File: src/hw/tlb_pkg.sv
package tlb_pkg;

    // virtual page pair number, va[31:13]
    // one entry maps an even page and the odd page after it
    typedef logic [18:0] vpn2_t;

    // address space id, compared unless the entry is global
    typedef logic [7:0] asid_t;

    // physical frame number, pa[31:12]
    typedef logic [19:0] pfn_t;

    // cache attribute of a page
    typedef logic [2:0] cattr_t;

    // entry count when the top level is left at its default
    // the design works for any power of two from 2 to 64
    parameter int TLB_NUM_DEFAULT = 16;

endpackage
File: src/hw/tlb.sv
`timescale 1ns/1ps

module tlb #(
    parameter int TLB_NUM = tlb_pkg::TLB_NUM_DEFAULT
) (
    input  logic                       aclk,
    input  logic                       reset,
    input  logic                       s0_valid,
    input  tlb_pkg::vpn2_t             s0_vpn2,
    input  logic                       s0_odd_page,
    input  tlb_pkg::asid_t             s0_asid,
    input  logic                       s1_valid,
    input  tlb_pkg::vpn2_t             s1_vpn2,
    input  logic                       s1_odd_page,
    input  tlb_pkg::asid_t             s1_asid,
    input  logic                       we,
    input  logic [$clog2(TLB_NUM)-1:0] w_index,
    input  tlb_pkg::vpn2_t             w_vpn2,
    input  tlb_pkg::asid_t             w_asid,
    input  logic                       w_g,
    input  tlb_pkg::pfn_t              w_pfn0,
    input  tlb_pkg::cattr_t            w_c0,
    input  logic                       w_d0,
    input  logic                       w_v0,
    input  tlb_pkg::pfn_t              w_pfn1,
    input  tlb_pkg::cattr_t            w_c1,
    input  logic                       w_d1,
    input  logic                       w_v1,
    output logic                       s0_result_valid,
    output logic                       s0_found,
    output logic [$clog2(TLB_NUM)-1:0] s0_index,
    output tlb_pkg::pfn_t              s0_pfn,
    output tlb_pkg::cattr_t            s0_c,
    output logic                       s0_d,
    output logic                       s0_v,
    output logic                       s1_result_valid,
    output logic                       s1_found,
    output logic [$clog2(TLB_NUM)-1:0] s1_index,
    output tlb_pkg::pfn_t              s1_pfn,
    output tlb_pkg::cattr_t            s1_c,
    output logic                       s1_d,
    output logic                       s1_v
);

    // issue stage outputs
    logic               q_s0_valid;
    tlb_pkg::vpn2_t     q_s0_vpn2;
    logic               q_s0_odd_page;
    tlb_pkg::asid_t     q_s0_asid;
    logic               q_s1_valid;
    tlb_pkg::vpn2_t     q_s1_vpn2;
    logic               q_s1_odd_page;
    tlb_pkg::asid_t     q_s1_asid;
    logic [TLB_NUM-1:0] q_w_en;
    tlb_pkg::vpn2_t     q_w_vpn2;
    tlb_pkg::asid_t     q_w_asid;
    logic               q_w_g;
    tlb_pkg::pfn_t      q_w_pfn0;
    tlb_pkg::cattr_t    q_w_c0;
    logic               q_w_d0;
    logic               q_w_v0;
    tlb_pkg::pfn_t      q_w_pfn1;
    tlb_pkg::cattr_t    q_w_c1;
    logic               q_w_d1;
    logic               q_w_v1;

    // gathered per entry
    logic [TLB_NUM-1:0] hit0;
    logic [TLB_NUM-1:0] hit1;
    tlb_pkg::pfn_t      e_pfn0 [TLB_NUM];
    tlb_pkg::cattr_t    e_c0   [TLB_NUM];
    logic [TLB_NUM-1:0] e_d0;
    logic [TLB_NUM-1:0] e_v0;
    tlb_pkg::pfn_t      e_pfn1 [TLB_NUM];
    tlb_pkg::cattr_t    e_c1   [TLB_NUM];
    logic [TLB_NUM-1:0] e_d1;
    logic [TLB_NUM-1:0] e_v1;

    tlb_issue #(
        .TLB_NUM (TLB_NUM)
    ) tlb_issue_i (
        .aclk          (aclk),
        .reset         (reset),
        .s0_valid      (s0_valid),
        .s0_vpn2       (s0_vpn2),
        .s0_odd_page   (s0_odd_page),
        .s0_asid       (s0_asid),
        .s1_valid      (s1_valid),
        .s1_vpn2       (s1_vpn2),
        .s1_odd_page   (s1_odd_page),
        .s1_asid       (s1_asid),
        .we            (we),
        .w_index       (w_index),
        .w_vpn2        (w_vpn2),
        .w_asid        (w_asid),
        .w_g           (w_g),
        .w_pfn0        (w_pfn0),
        .w_c0          (w_c0),
        .w_d0          (w_d0),
        .w_v0          (w_v0),
        .w_pfn1        (w_pfn1),
        .w_c1          (w_c1),
        .w_d1          (w_d1),
        .w_v1          (w_v1),
        .q_s0_valid    (q_s0_valid),
        .q_s0_vpn2     (q_s0_vpn2),
        .q_s0_odd_page (q_s0_odd_page),
        .q_s0_asid     (q_s0_asid),
        .q_s1_valid    (q_s1_valid),
        .q_s1_vpn2     (q_s1_vpn2),
        .q_s1_odd_page (q_s1_odd_page),
        .q_s1_asid     (q_s1_asid),
        .q_w_en        (q_w_en),
        .q_w_vpn2      (q_w_vpn2),
        .q_w_asid      (q_w_asid),
        .q_w_g         (q_w_g),
        .q_w_pfn0      (q_w_pfn0),
        .q_w_c0        (q_w_c0),
        .q_w_d0        (q_w_d0),
        .q_w_v0        (q_w_v0),
        .q_w_pfn1      (q_w_pfn1),
        .q_w_c1        (q_w_c1),
        .q_w_d1        (q_w_d1),
        .q_w_v1        (q_w_v1)
    );

    for (genvar i = 0; i < TLB_NUM; i++) begin : g_entry
        tlb_entry #(
            .TLB_NUM (TLB_NUM)
        ) tlb_entry_i (
            .aclk    (aclk),
            .reset   (reset),
            .w_en    (q_w_en[i]),
            .w_vpn2  (q_w_vpn2),
            .w_asid  (q_w_asid),
            .w_g     (q_w_g),
            .w_pfn0  (q_w_pfn0),
            .w_c0    (q_w_c0),
            .w_d0    (q_w_d0),
            .w_v0    (q_w_v0),
            .w_pfn1  (q_w_pfn1),
            .w_c1    (q_w_c1),
            .w_d1    (q_w_d1),
            .w_v1    (q_w_v1),
            .s0_vpn2 (q_s0_vpn2),
            .s0_asid (q_s0_asid),
            .s1_vpn2 (q_s1_vpn2),
            .s1_asid (q_s1_asid),
            .match0  (hit0[i]),
            .match1  (hit1[i]),
            .pfn0    (e_pfn0[i]),
            .c0      (e_c0[i]),
            .d0      (e_d0[i]),
            .v0      (e_v0[i]),
            .pfn1    (e_pfn1[i]),
            .c1      (e_c1[i]),
            .d1      (e_d1[i]),
            .v1      (e_v1[i])
        );
    end

    tlb_result #(
        .TLB_NUM (TLB_NUM)
    ) tlb_result_i (
        .aclk            (aclk),
        .reset           (reset),
        .hit0            (hit0),
        .hit1            (hit1),
        .e_pfn0          (e_pfn0),
        .e_c0            (e_c0),
        .e_d0            (e_d0),
        .e_v0            (e_v0),
        .e_pfn1          (e_pfn1),
        .e_c1            (e_c1),
        .e_d1            (e_d1),
        .e_v1            (e_v1),
        .q_s0_valid      (q_s0_valid),
        .q_s0_odd_page   (q_s0_odd_page),
        .q_s1_valid      (q_s1_valid),
        .q_s1_odd_page   (q_s1_odd_page),
        .s0_result_valid (s0_result_valid),
        .s0_found        (s0_found),
        .s0_index        (s0_index),
        .s0_pfn          (s0_pfn),
        .s0_c            (s0_c),
        .s0_d            (s0_d),
        .s0_v            (s0_v),
        .s1_result_valid (s1_result_valid),
        .s1_found        (s1_found),
        .s1_index        (s1_index),
        .s1_pfn          (s1_pfn),
        .s1_c            (s1_c),
        .s1_d            (s1_d),
        .s1_v            (s1_v)
    );

endmodule

File: src/hw/tlb_result.sv
`timescale 1ns/1ps

module tlb_result #(
    parameter int TLB_NUM = tlb_pkg::TLB_NUM_DEFAULT
) (
    input  logic                       aclk,
    input  logic                       reset,
    input  logic [TLB_NUM-1:0]         hit0,
    input  logic [TLB_NUM-1:0]         hit1,
    input  tlb_pkg::pfn_t              e_pfn0 [TLB_NUM],
    input  tlb_pkg::cattr_t            e_c0   [TLB_NUM],
    input  logic [TLB_NUM-1:0]         e_d0,
    input  logic [TLB_NUM-1:0]         e_v0,
    input  tlb_pkg::pfn_t              e_pfn1 [TLB_NUM],
    input  tlb_pkg::cattr_t            e_c1   [TLB_NUM],
    input  logic [TLB_NUM-1:0]         e_d1,
    input  logic [TLB_NUM-1:0]         e_v1,
    input  logic                       q_s0_valid,
    input  logic                       q_s0_odd_page,
    input  logic                       q_s1_valid,
    input  logic                       q_s1_odd_page,
    output logic                       s0_result_valid,
    output logic                       s0_found,
    output logic [$clog2(TLB_NUM)-1:0] s0_index,
    output tlb_pkg::pfn_t              s0_pfn,
    output tlb_pkg::cattr_t            s0_c,
    output logic                       s0_d,
    output logic                       s0_v,
    output logic                       s1_result_valid,
    output logic                       s1_found,
    output logic [$clog2(TLB_NUM)-1:0] s1_index,
    output tlb_pkg::pfn_t              s1_pfn,
    output tlb_pkg::cattr_t            s1_c,
    output logic                       s1_d,
    output logic                       s1_v
);

    localparam int IDX_W = $clog2(TLB_NUM);

    // both ports share one encoder, indexed by port
    logic [TLB_NUM-1:0] hit [2];
    logic               odd [2];
    logic               found_c [2];
    logic [IDX_W-1:0]   index_c [2];
    tlb_pkg::pfn_t      pfn_c [2];
    tlb_pkg::cattr_t    c_c [2];
    logic               d_c [2];
    logic               v_c [2];

    assign hit[0] = hit0;
    assign hit[1] = hit1;
    assign odd[0] = q_s0_odd_page;
    assign odd[1] = q_s1_odd_page;

    // and-or select, all zero on a miss
    always_comb begin
        for (int p = 0; p < 2; p++) begin
            found_c[p] = |hit[p];
            index_c[p] = '0;
            pfn_c[p]   = '0;
            c_c[p]     = '0;
            d_c[p]     = 1'b0;
            v_c[p]     = 1'b0;
            for (int i = 0; i < TLB_NUM; i++) begin
                if (hit[p][i]) begin
                    index_c[p] = index_c[p] | IDX_W'(i);
                    pfn_c[p]   = pfn_c[p] | (odd[p] ? e_pfn1[i] : e_pfn0[i]);
                    c_c[p]     = c_c[p] | (odd[p] ? e_c1[i] : e_c0[i]);
                    d_c[p]     = d_c[p] | (odd[p] ? e_d1[i] : e_d0[i]);
                    v_c[p]     = v_c[p] | (odd[p] ? e_v1[i] : e_v0[i]);
                end
            end
        end
    end

    always_ff @(posedge aclk) begin
        if (reset) begin
            s0_result_valid <= 1'b0;
            s1_result_valid <= 1'b0;
        end else begin
            s0_result_valid <= q_s0_valid; // one-cycle pulse
            s1_result_valid <= q_s1_valid;
        end
    end

    always_ff @(posedge aclk) begin
        if (q_s0_valid) begin
            s0_found <= found_c[0];
            s0_index <= index_c[0];
            s0_pfn   <= pfn_c[0];
            s0_c     <= c_c[0];
            s0_d     <= d_c[0];
            s0_v     <= v_c[0];
        end
        if (q_s1_valid) begin
            s1_found <= found_c[1];
            s1_index <= index_c[1];
            s1_pfn   <= pfn_c[1];
            s1_c     <= c_c[1];
            s1_d     <= d_c[1];
            s1_v     <= v_c[1];
        end
    end

    // overlapping entries would corrupt the or-encoded index
    a_hit0_onehot: assert property (
        @(posedge aclk) disable iff (reset) q_s0_valid |-> $onehot0(hit0)
    );
    a_hit1_onehot: assert property (
        @(posedge aclk) disable iff (reset) q_s1_valid |-> $onehot0(hit1)
    );

endmodule

File: src/hw/tlb_entry.sv
`timescale 1ns/1ps

module tlb_entry #(
    parameter int TLB_NUM = tlb_pkg::TLB_NUM_DEFAULT
) (
    input  logic            aclk,
    input  logic            reset,
    input  logic            w_en,
    input  tlb_pkg::vpn2_t  w_vpn2,
    input  tlb_pkg::asid_t  w_asid,
    input  logic            w_g,
    input  tlb_pkg::pfn_t   w_pfn0,
    input  tlb_pkg::cattr_t w_c0,
    input  logic            w_d0,
    input  logic            w_v0,
    input  tlb_pkg::pfn_t   w_pfn1,
    input  tlb_pkg::cattr_t w_c1,
    input  logic            w_d1,
    input  logic            w_v1,
    input  tlb_pkg::vpn2_t  s0_vpn2,
    input  tlb_pkg::asid_t  s0_asid,
    input  tlb_pkg::vpn2_t  s1_vpn2,
    input  tlb_pkg::asid_t  s1_asid,
    output logic            match0,
    output logic            match1,
    output tlb_pkg::pfn_t   pfn0,
    output tlb_pkg::cattr_t c0,
    output logic            d0,
    output logic            v0,
    output tlb_pkg::pfn_t   pfn1,
    output tlb_pkg::cattr_t c1,
    output logic            d1,
    output logic            v1
);

    logic           present; // set by the first write after reset
    tlb_pkg::vpn2_t vpn2;
    tlb_pkg::asid_t asid;
    logic           g;

    always_ff @(posedge aclk) begin
        if (reset) begin
            present <= 1'b0;
        end else if (w_en) begin
            present <= 1'b1;
        end
    end

    always_ff @(posedge aclk) begin
        if (w_en) begin
            vpn2 <= w_vpn2;
            asid <= w_asid;
            g    <= w_g;
            pfn0 <= w_pfn0; // even page
            c0   <= w_c0;
            d0   <= w_d0;
            v0   <= w_v0;
            pfn1 <= w_pfn1; // odd page
            c1   <= w_c1;
            d1   <= w_d1;
            v1   <= w_v1;
        end
    end

    // global entries ignore the asid
    assign match0 = present && (vpn2 == s0_vpn2) && (g || (asid == s0_asid));
    assign match1 = present && (vpn2 == s1_vpn2) && (g || (asid == s1_asid));

endmodule

File: src/hw/tlb_issue.sv
`timescale 1ns/1ps

module tlb_issue #(
    parameter int TLB_NUM = tlb_pkg::TLB_NUM_DEFAULT
) (
    input  logic                       aclk,
    input  logic                       reset,
    input  logic                       s0_valid,
    input  tlb_pkg::vpn2_t             s0_vpn2,
    input  logic                       s0_odd_page,
    input  tlb_pkg::asid_t             s0_asid,
    input  logic                       s1_valid,
    input  tlb_pkg::vpn2_t             s1_vpn2,
    input  logic                       s1_odd_page,
    input  tlb_pkg::asid_t             s1_asid,
    input  logic                       we,
    input  logic [$clog2(TLB_NUM)-1:0] w_index,
    input  tlb_pkg::vpn2_t             w_vpn2,
    input  tlb_pkg::asid_t             w_asid,
    input  logic                       w_g,
    input  tlb_pkg::pfn_t              w_pfn0,
    input  tlb_pkg::cattr_t            w_c0,
    input  logic                       w_d0,
    input  logic                       w_v0,
    input  tlb_pkg::pfn_t              w_pfn1,
    input  tlb_pkg::cattr_t            w_c1,
    input  logic                       w_d1,
    input  logic                       w_v1,
    output logic                       q_s0_valid,
    output tlb_pkg::vpn2_t             q_s0_vpn2,
    output logic                       q_s0_odd_page,
    output tlb_pkg::asid_t             q_s0_asid,
    output logic                       q_s1_valid,
    output tlb_pkg::vpn2_t             q_s1_vpn2,
    output logic                       q_s1_odd_page,
    output tlb_pkg::asid_t             q_s1_asid,
    output logic [TLB_NUM-1:0]         q_w_en,
    output tlb_pkg::vpn2_t             q_w_vpn2,
    output tlb_pkg::asid_t             q_w_asid,
    output logic                       q_w_g,
    output tlb_pkg::pfn_t              q_w_pfn0,
    output tlb_pkg::cattr_t            q_w_c0,
    output logic                       q_w_d0,
    output logic                       q_w_v0,
    output tlb_pkg::pfn_t              q_w_pfn1,
    output tlb_pkg::cattr_t            q_w_c1,
    output logic                       q_w_d1,
    output logic                       q_w_v1
);

    localparam int IDX_W = $clog2(TLB_NUM);

    logic [TLB_NUM-1:0] w_dec; // one-hot of w_index

    always_comb begin
        for (int i = 0; i < TLB_NUM; i++) begin
            w_dec[i] = (w_index == IDX_W'(i));
        end
    end

    always_ff @(posedge aclk) begin
        if (reset) begin
            q_s0_valid <= 1'b0;
            q_s1_valid <= 1'b0;
            q_w_en     <= '0;
        end else begin
            q_s0_valid <= s0_valid;
            q_s1_valid <= s1_valid;
            q_w_en     <= we ? w_dec : '0;
        end
    end

    // search keys and write payload
    always_ff @(posedge aclk) begin
        q_s0_vpn2     <= s0_vpn2;
        q_s0_odd_page <= s0_odd_page;
        q_s0_asid     <= s0_asid;
        q_s1_vpn2     <= s1_vpn2;
        q_s1_odd_page <= s1_odd_page;
        q_s1_asid     <= s1_asid;
        q_w_vpn2      <= w_vpn2;
        q_w_asid      <= w_asid;
        q_w_g         <= w_g;
        q_w_pfn0      <= w_pfn0;
        q_w_c0        <= w_c0;
        q_w_d0        <= w_d0;
        q_w_v0        <= w_v0;
        q_w_pfn1      <= w_pfn1;
        q_w_c1        <= w_c1;
        q_w_d1        <= w_d1;
        q_w_v1        <= w_v1;
    end

    // a write must name a known entry
    a_w_index_known: assert property (
        @(posedge aclk) disable iff (reset) we |-> !$isunknown(w_index)
    );

endmodule

File: config.mk
export PLATFORM = sky130hd
export DESIGN_NAME = tlb
export DESIGN_NICKNAME = d
export VERILOG_FILES = /design/src/hw/tlb_pkg.sv /design/src/hw/tlb.sv /design/src/hw/tlb_result.sv /design/src/hw/tlb_entry.sv /design/src/hw/tlb_issue.sv
export SDC_FILE = /design/constraint.sdc
export NUM_CORES = 2
export LEC_CHECK = 0
export BUFFER_PORTS_ARGS = -buffer_cell sky130_fd_sc_hd__buf_2
export CAP_MARGIN = 20
export CORE_AREA = 4 4 454 456
export CTS_CLUSTER_DIAMETER = 200
export DETAILED_ROUTE_END_ITERATION = 8
export DIE_AREA = 0 0 458 460
export PLACE_DENSITY_LB_ADDON = 0.1
export SLEW_MARGIN = 20
export SYNTH_ARGS = -nofsm -noshare
export SYNTH_HDL_FRONTEND = slang
export SYNTH_SLANG_ARGS = --single-unit
File: constraint.sdc
create_clock -name aclk -period 3.97 [get_ports aclk]
set_input_delay 0.1985 -clock aclk [delete_from_list [all_inputs] [get_ports aclk]]
set_output_delay 0.1985 -clock aclk [all_outputs]
set_load 0.05 [all_outputs]
==> results.md <==
* Chip height at roughly 460 um
* Worst reg2reg setup slack at 0.65 ns
* Worst hold path type: input port to register
* Mean Syn Cell Area at around 14 um2
* Crit path kind: register to register
* Reg2Reg Depth at 8
* Starting Density at a little over a third
* Register Area at 42800 um2
* Total grt overflow at 0
* R2r endpoint: tlb_result_i.s0_pfn[11]$_DFFE_PP_
* FP Rows at ~170
* Fill count at between 15000 and 20000
* Layout area overhead at 20.3%
* P per Cell Area at approximately 430 nW/um2
* Hold buffers post-CTS at around 260
* WP data required at around 4.5 ns
* Worst Path Arrival at 3.84 ns
* F_max at around 0.30 GHz
* # clock sinks at ~1500
* Root Driver: clkbuf_16
* Antenna violations before repair at 23
* CP Cell Sequence: buf_4, xor2_1, nor4_1, a41o_2, buf_12, nand4_1, o2111ai_1, or4_1
* Minimum clock period at 3.32 ns
* Max incr delay on CP at roughly 0.62 ns
* Post-DR vias/cell at 6.13
* Post-synth ARST share at 0%
* Synth top cells by count: 1308 x edfxtp_1, 773 x nand4_1, 648 x xnor2_1
* DRC at 0
* Max Transition Viols Final at 0
* Post CTS Setup Buffer Count at 0
* Insertion delay to the later sink of the worst-skew pair at about 0.84 ns
* Vias in the first global route at between 50000 and 60000
* Synth unique cells at 36
* Prevailing post-synth register cell: edfxtp_1
* Register share of total power at 48.4%
* Part of the Yosys area used for sequential elements at between 60% and 70%
* VDD IR max at slightly above 0.0004 V
* Layout cells sized above 1 at around 26%
* Setup ws final at approximately 0.65 ns
* Worst slack at placement at roughly 0.7 ns
* Setup TNS at 0 ns
* CTS H-tree lvls at 4
* Endpoints failing setup at 0
* Area of the die at approximately 210000 um2
* Num ports at between 200 and 250
* Switching part of the total power at a little under a quarter
* Syn nets at roughly 5200
* Final Hold Viols at 0
* Leak at between 0.02 and 0.03 uW
* Routed WL at around 320000 um
* Cell area after synthesis at slightly above 70000 um2
* Measured slew at the worst slew-check pin at about 1.2 ns
* CTS Buf Count at about 170
* Critical Path Start Type: register
* Ys Warns at 0
* CP max FO at 17
* Synth area leaders: edfxtp_1 56%, mux2_2 9.7%, xnor2_1 8.1%
* Dominant cell type by area after synthesis: edfxtp_1
* Synthesized flop and latch total at 1478
* Clock Path Buffers at 3
* Slowest cell on the critical path: or4_1
* Internal at 27900 uW
* Clock Power Share at between 40 and 50%
* CP Capture Type: register
* Hold Path Depth at 2
* Post-cts resize count at 0
* ANT nets after route at 0
* Core area at ~200000 um2
* Comb pwr share at 6.4%
* Net count, final at about 5700
* EDFF count, synth at approximately 1300
* DRT iter0 DRCs at 6432
* DP Wirelength at 187000 um
* Worst hold path startpoint: w_pfn0[6]
* Area share of the leading cell type in the synthesized netlist at a little under three fifths
* Footprint of the multi-input gates at ~26000 um2
* Port Buffers at just over 200
* Tcrit/Tclk final at 83.5%
* Final Skew at just over 0.04 ns
* GRT Total Usage at between 20% and 30%
* Syn Inst Count at between 5000 and 6000
* Outcome: completed
* Worst-path clk slew at ~0.06 ns
* Die X at 458 um
* Vias at about 51000
* CTS tree: done
* Cell with the most instances after synthesis: edfxtp_1
* Max-Cap Viols at 0
* NetSw at around 8500 uW
* GPL Wtd Cong at around 0.87
* TritonRoute pass-1 iters at 5
* DR WL/cell at around 38 um
* RSZ-0062 raised after global routing: false
* Worst Hold End: tlb_issue_i.q_w_pfn0[6]$_DFF_P_
* Worst slew margin at roughly 17%
* R2r startpoint: tlb_issue_i.q_s0_asid[4]$_DFF_P_
* Largest net degree at the start of global routing at 80
* First-pass GRT wire length at about 430000 um
==> routing by layer <==
metal  up-vias  wire length (um)  track usage, %  part of all wire (%)
li1      20887                 -               -                     -
met1     26606            132000            39.9                    42
met2      3123            141000            45.3                    44
met3       790             30300            7.07                   9.5
met4         4             14900            12.2                   4.7
met5         -                23               0                0.0072
==> power groups by stage <==
stage / logic (uW) / registers, uW / clock network (uW)
2_1_floorplan: 1240 / 17800 / 0
3_3_place_gp: 2100 / 18000 / 0
3_5_place_dp: 2090 / 17900 / 0
4_1_cts: 2290 / 17600 / 16700
5_1_grt: 2420 / 17600 / 17400
6_report: 2320 / 17600 / 16400
==> cells by family (layout without fill, tap and decap cells) <==
group	Yosys count	count (layout)	share of synthesized area, %
DFF	1478	1478	60.6
and+or+nand+nor	1256	1256	10.8
xor gates and xnor gates	864	864	10.8
muxes	605	605	9.68
buffers and inverters	431	1069	3.02
AOI/OAI and AO/OA	430	430	5.06
other	0	6	0
==> final cells by class <==
type / count / share of cell area, %
antenna: 6 / 0.0177
clock buffer: 241 / 5.80
clock inverter: 77 / 1.01
inverter: 3 / 0.0133
multi-input combinational: 3155 / 30.7
sequential: 1478 / 50.5
tap: 2672 / 3.95
timing repair buffer: 748 / 8.01
==> worst max path at each step <==
stage / start / endpoint / slack, ns / depth (start not counted)
5_1_grt: tlb_issue_i.q_s0_asid[4]$_DFF_P_ / tlb_result_i.s0_pfn[10]$_DFFE_PP_ / 0.62 / 9
4_1_cts: tlb_issue_i.q_s0_asid[4]$_DFF_P_ / tlb_result_i.s0_found$_DFFE_PP_ / 0.71 / 8
3_3_place_gp: tlb_issue_i.q_s0_asid[1]$_DFF_P_ / tlb_result_i.s0_pfn[18]$_DFFE_PP_ / 0.69 / 8
6_report: tlb_issue_i.q_s0_asid[4]$_DFF_P_ / tlb_result_i.s0_pfn[11]$_DFFE_PP_ / 0.65 / 8
2_1_floorplan: tlb_issue_i.q_w_en[0]$_SDFF_PP0_ / g_entry[0].tlb_entry_i.asid[0]$_DFFE_PP_ / 1.53 / 0
3_5_place_dp: tlb_issue_i.q_s0_asid[4]$_DFF_P_ / tlb_result_i.s0_found$_DFFE_PP_ / 0.71 / 8
==> per-stage QoR <==
| stage | utilization (%) | std cells | hold slack, ns | power (uW) | cell area (um2) |
|---|---|---|---|---|---|
| global route | 42.0 | 8375 | 0.0444 | 37400 | 84600 |
| global placement | 37.8 | 7794 | 0.300 | 20100 | 76200 |
| finish | 42.0 | 8380 | 0.0561 | 36400 | 84600 |
| floorplan | - | 5064 | 0.226 | 19000 | 70400 |
| CTS | 41.9 | 8372 | 0.000679 | 36600 | 84600 |
| detailed placement | 37.8 | 7795 | 0.302 | 20000 | 76200 |
==> cell usage in the layout (no fill, tap or decap), types with 85 or more instances in the layout <==
cell type	count
xnor2_1	648
dfxtp_1	147
o211ai_1	195
nand4_1	773
nor2_1	85
o2111ai_1	199
clkbuf_16	182
buf_2	204
buf_4	203
edfxtp_1	1308
mux2_2	605
dlygate4sd3_1	259
xor2_1	215
nand2b_1	198
==> worst max-delay path, delay by kind of cell (launching register included) <==
kind	cells	cell delay [ns]
XOR/XNOR	1	0.17
buffers and inverters	2	0.67
AO/OA/AOI/OAI	2	0.77
flip-flops	1	0.57
AND/OR/NAND/NOR	3	0.81
==> registers in the layout, summed over array words and instances (netlist names), 19 cells and up <==
register,cells
g_entry.tlb_entry_i.vpn2,304
tlb_issue_i.q_s1_vpn2,19
g_entry.tlb_entry_i.asid,128
tlb_issue_i.q_w_pfn0,20
tlb_issue_i.q_w_vpn2,19
g_entry.tlb_entry_i.c1,48
g_entry.tlb_entry_i.c0,48
tlb_issue_i.q_s0_vpn2,19
tlb_result_i.s1_pfn,20
g_entry.tlb_entry_i.pfn0,320
tlb_issue_i.q_w_pfn1,20
g_entry.tlb_entry_i.pfn1,320
tlb_result_i.s0_pfn,20
(Power assumes the default switching activity.)
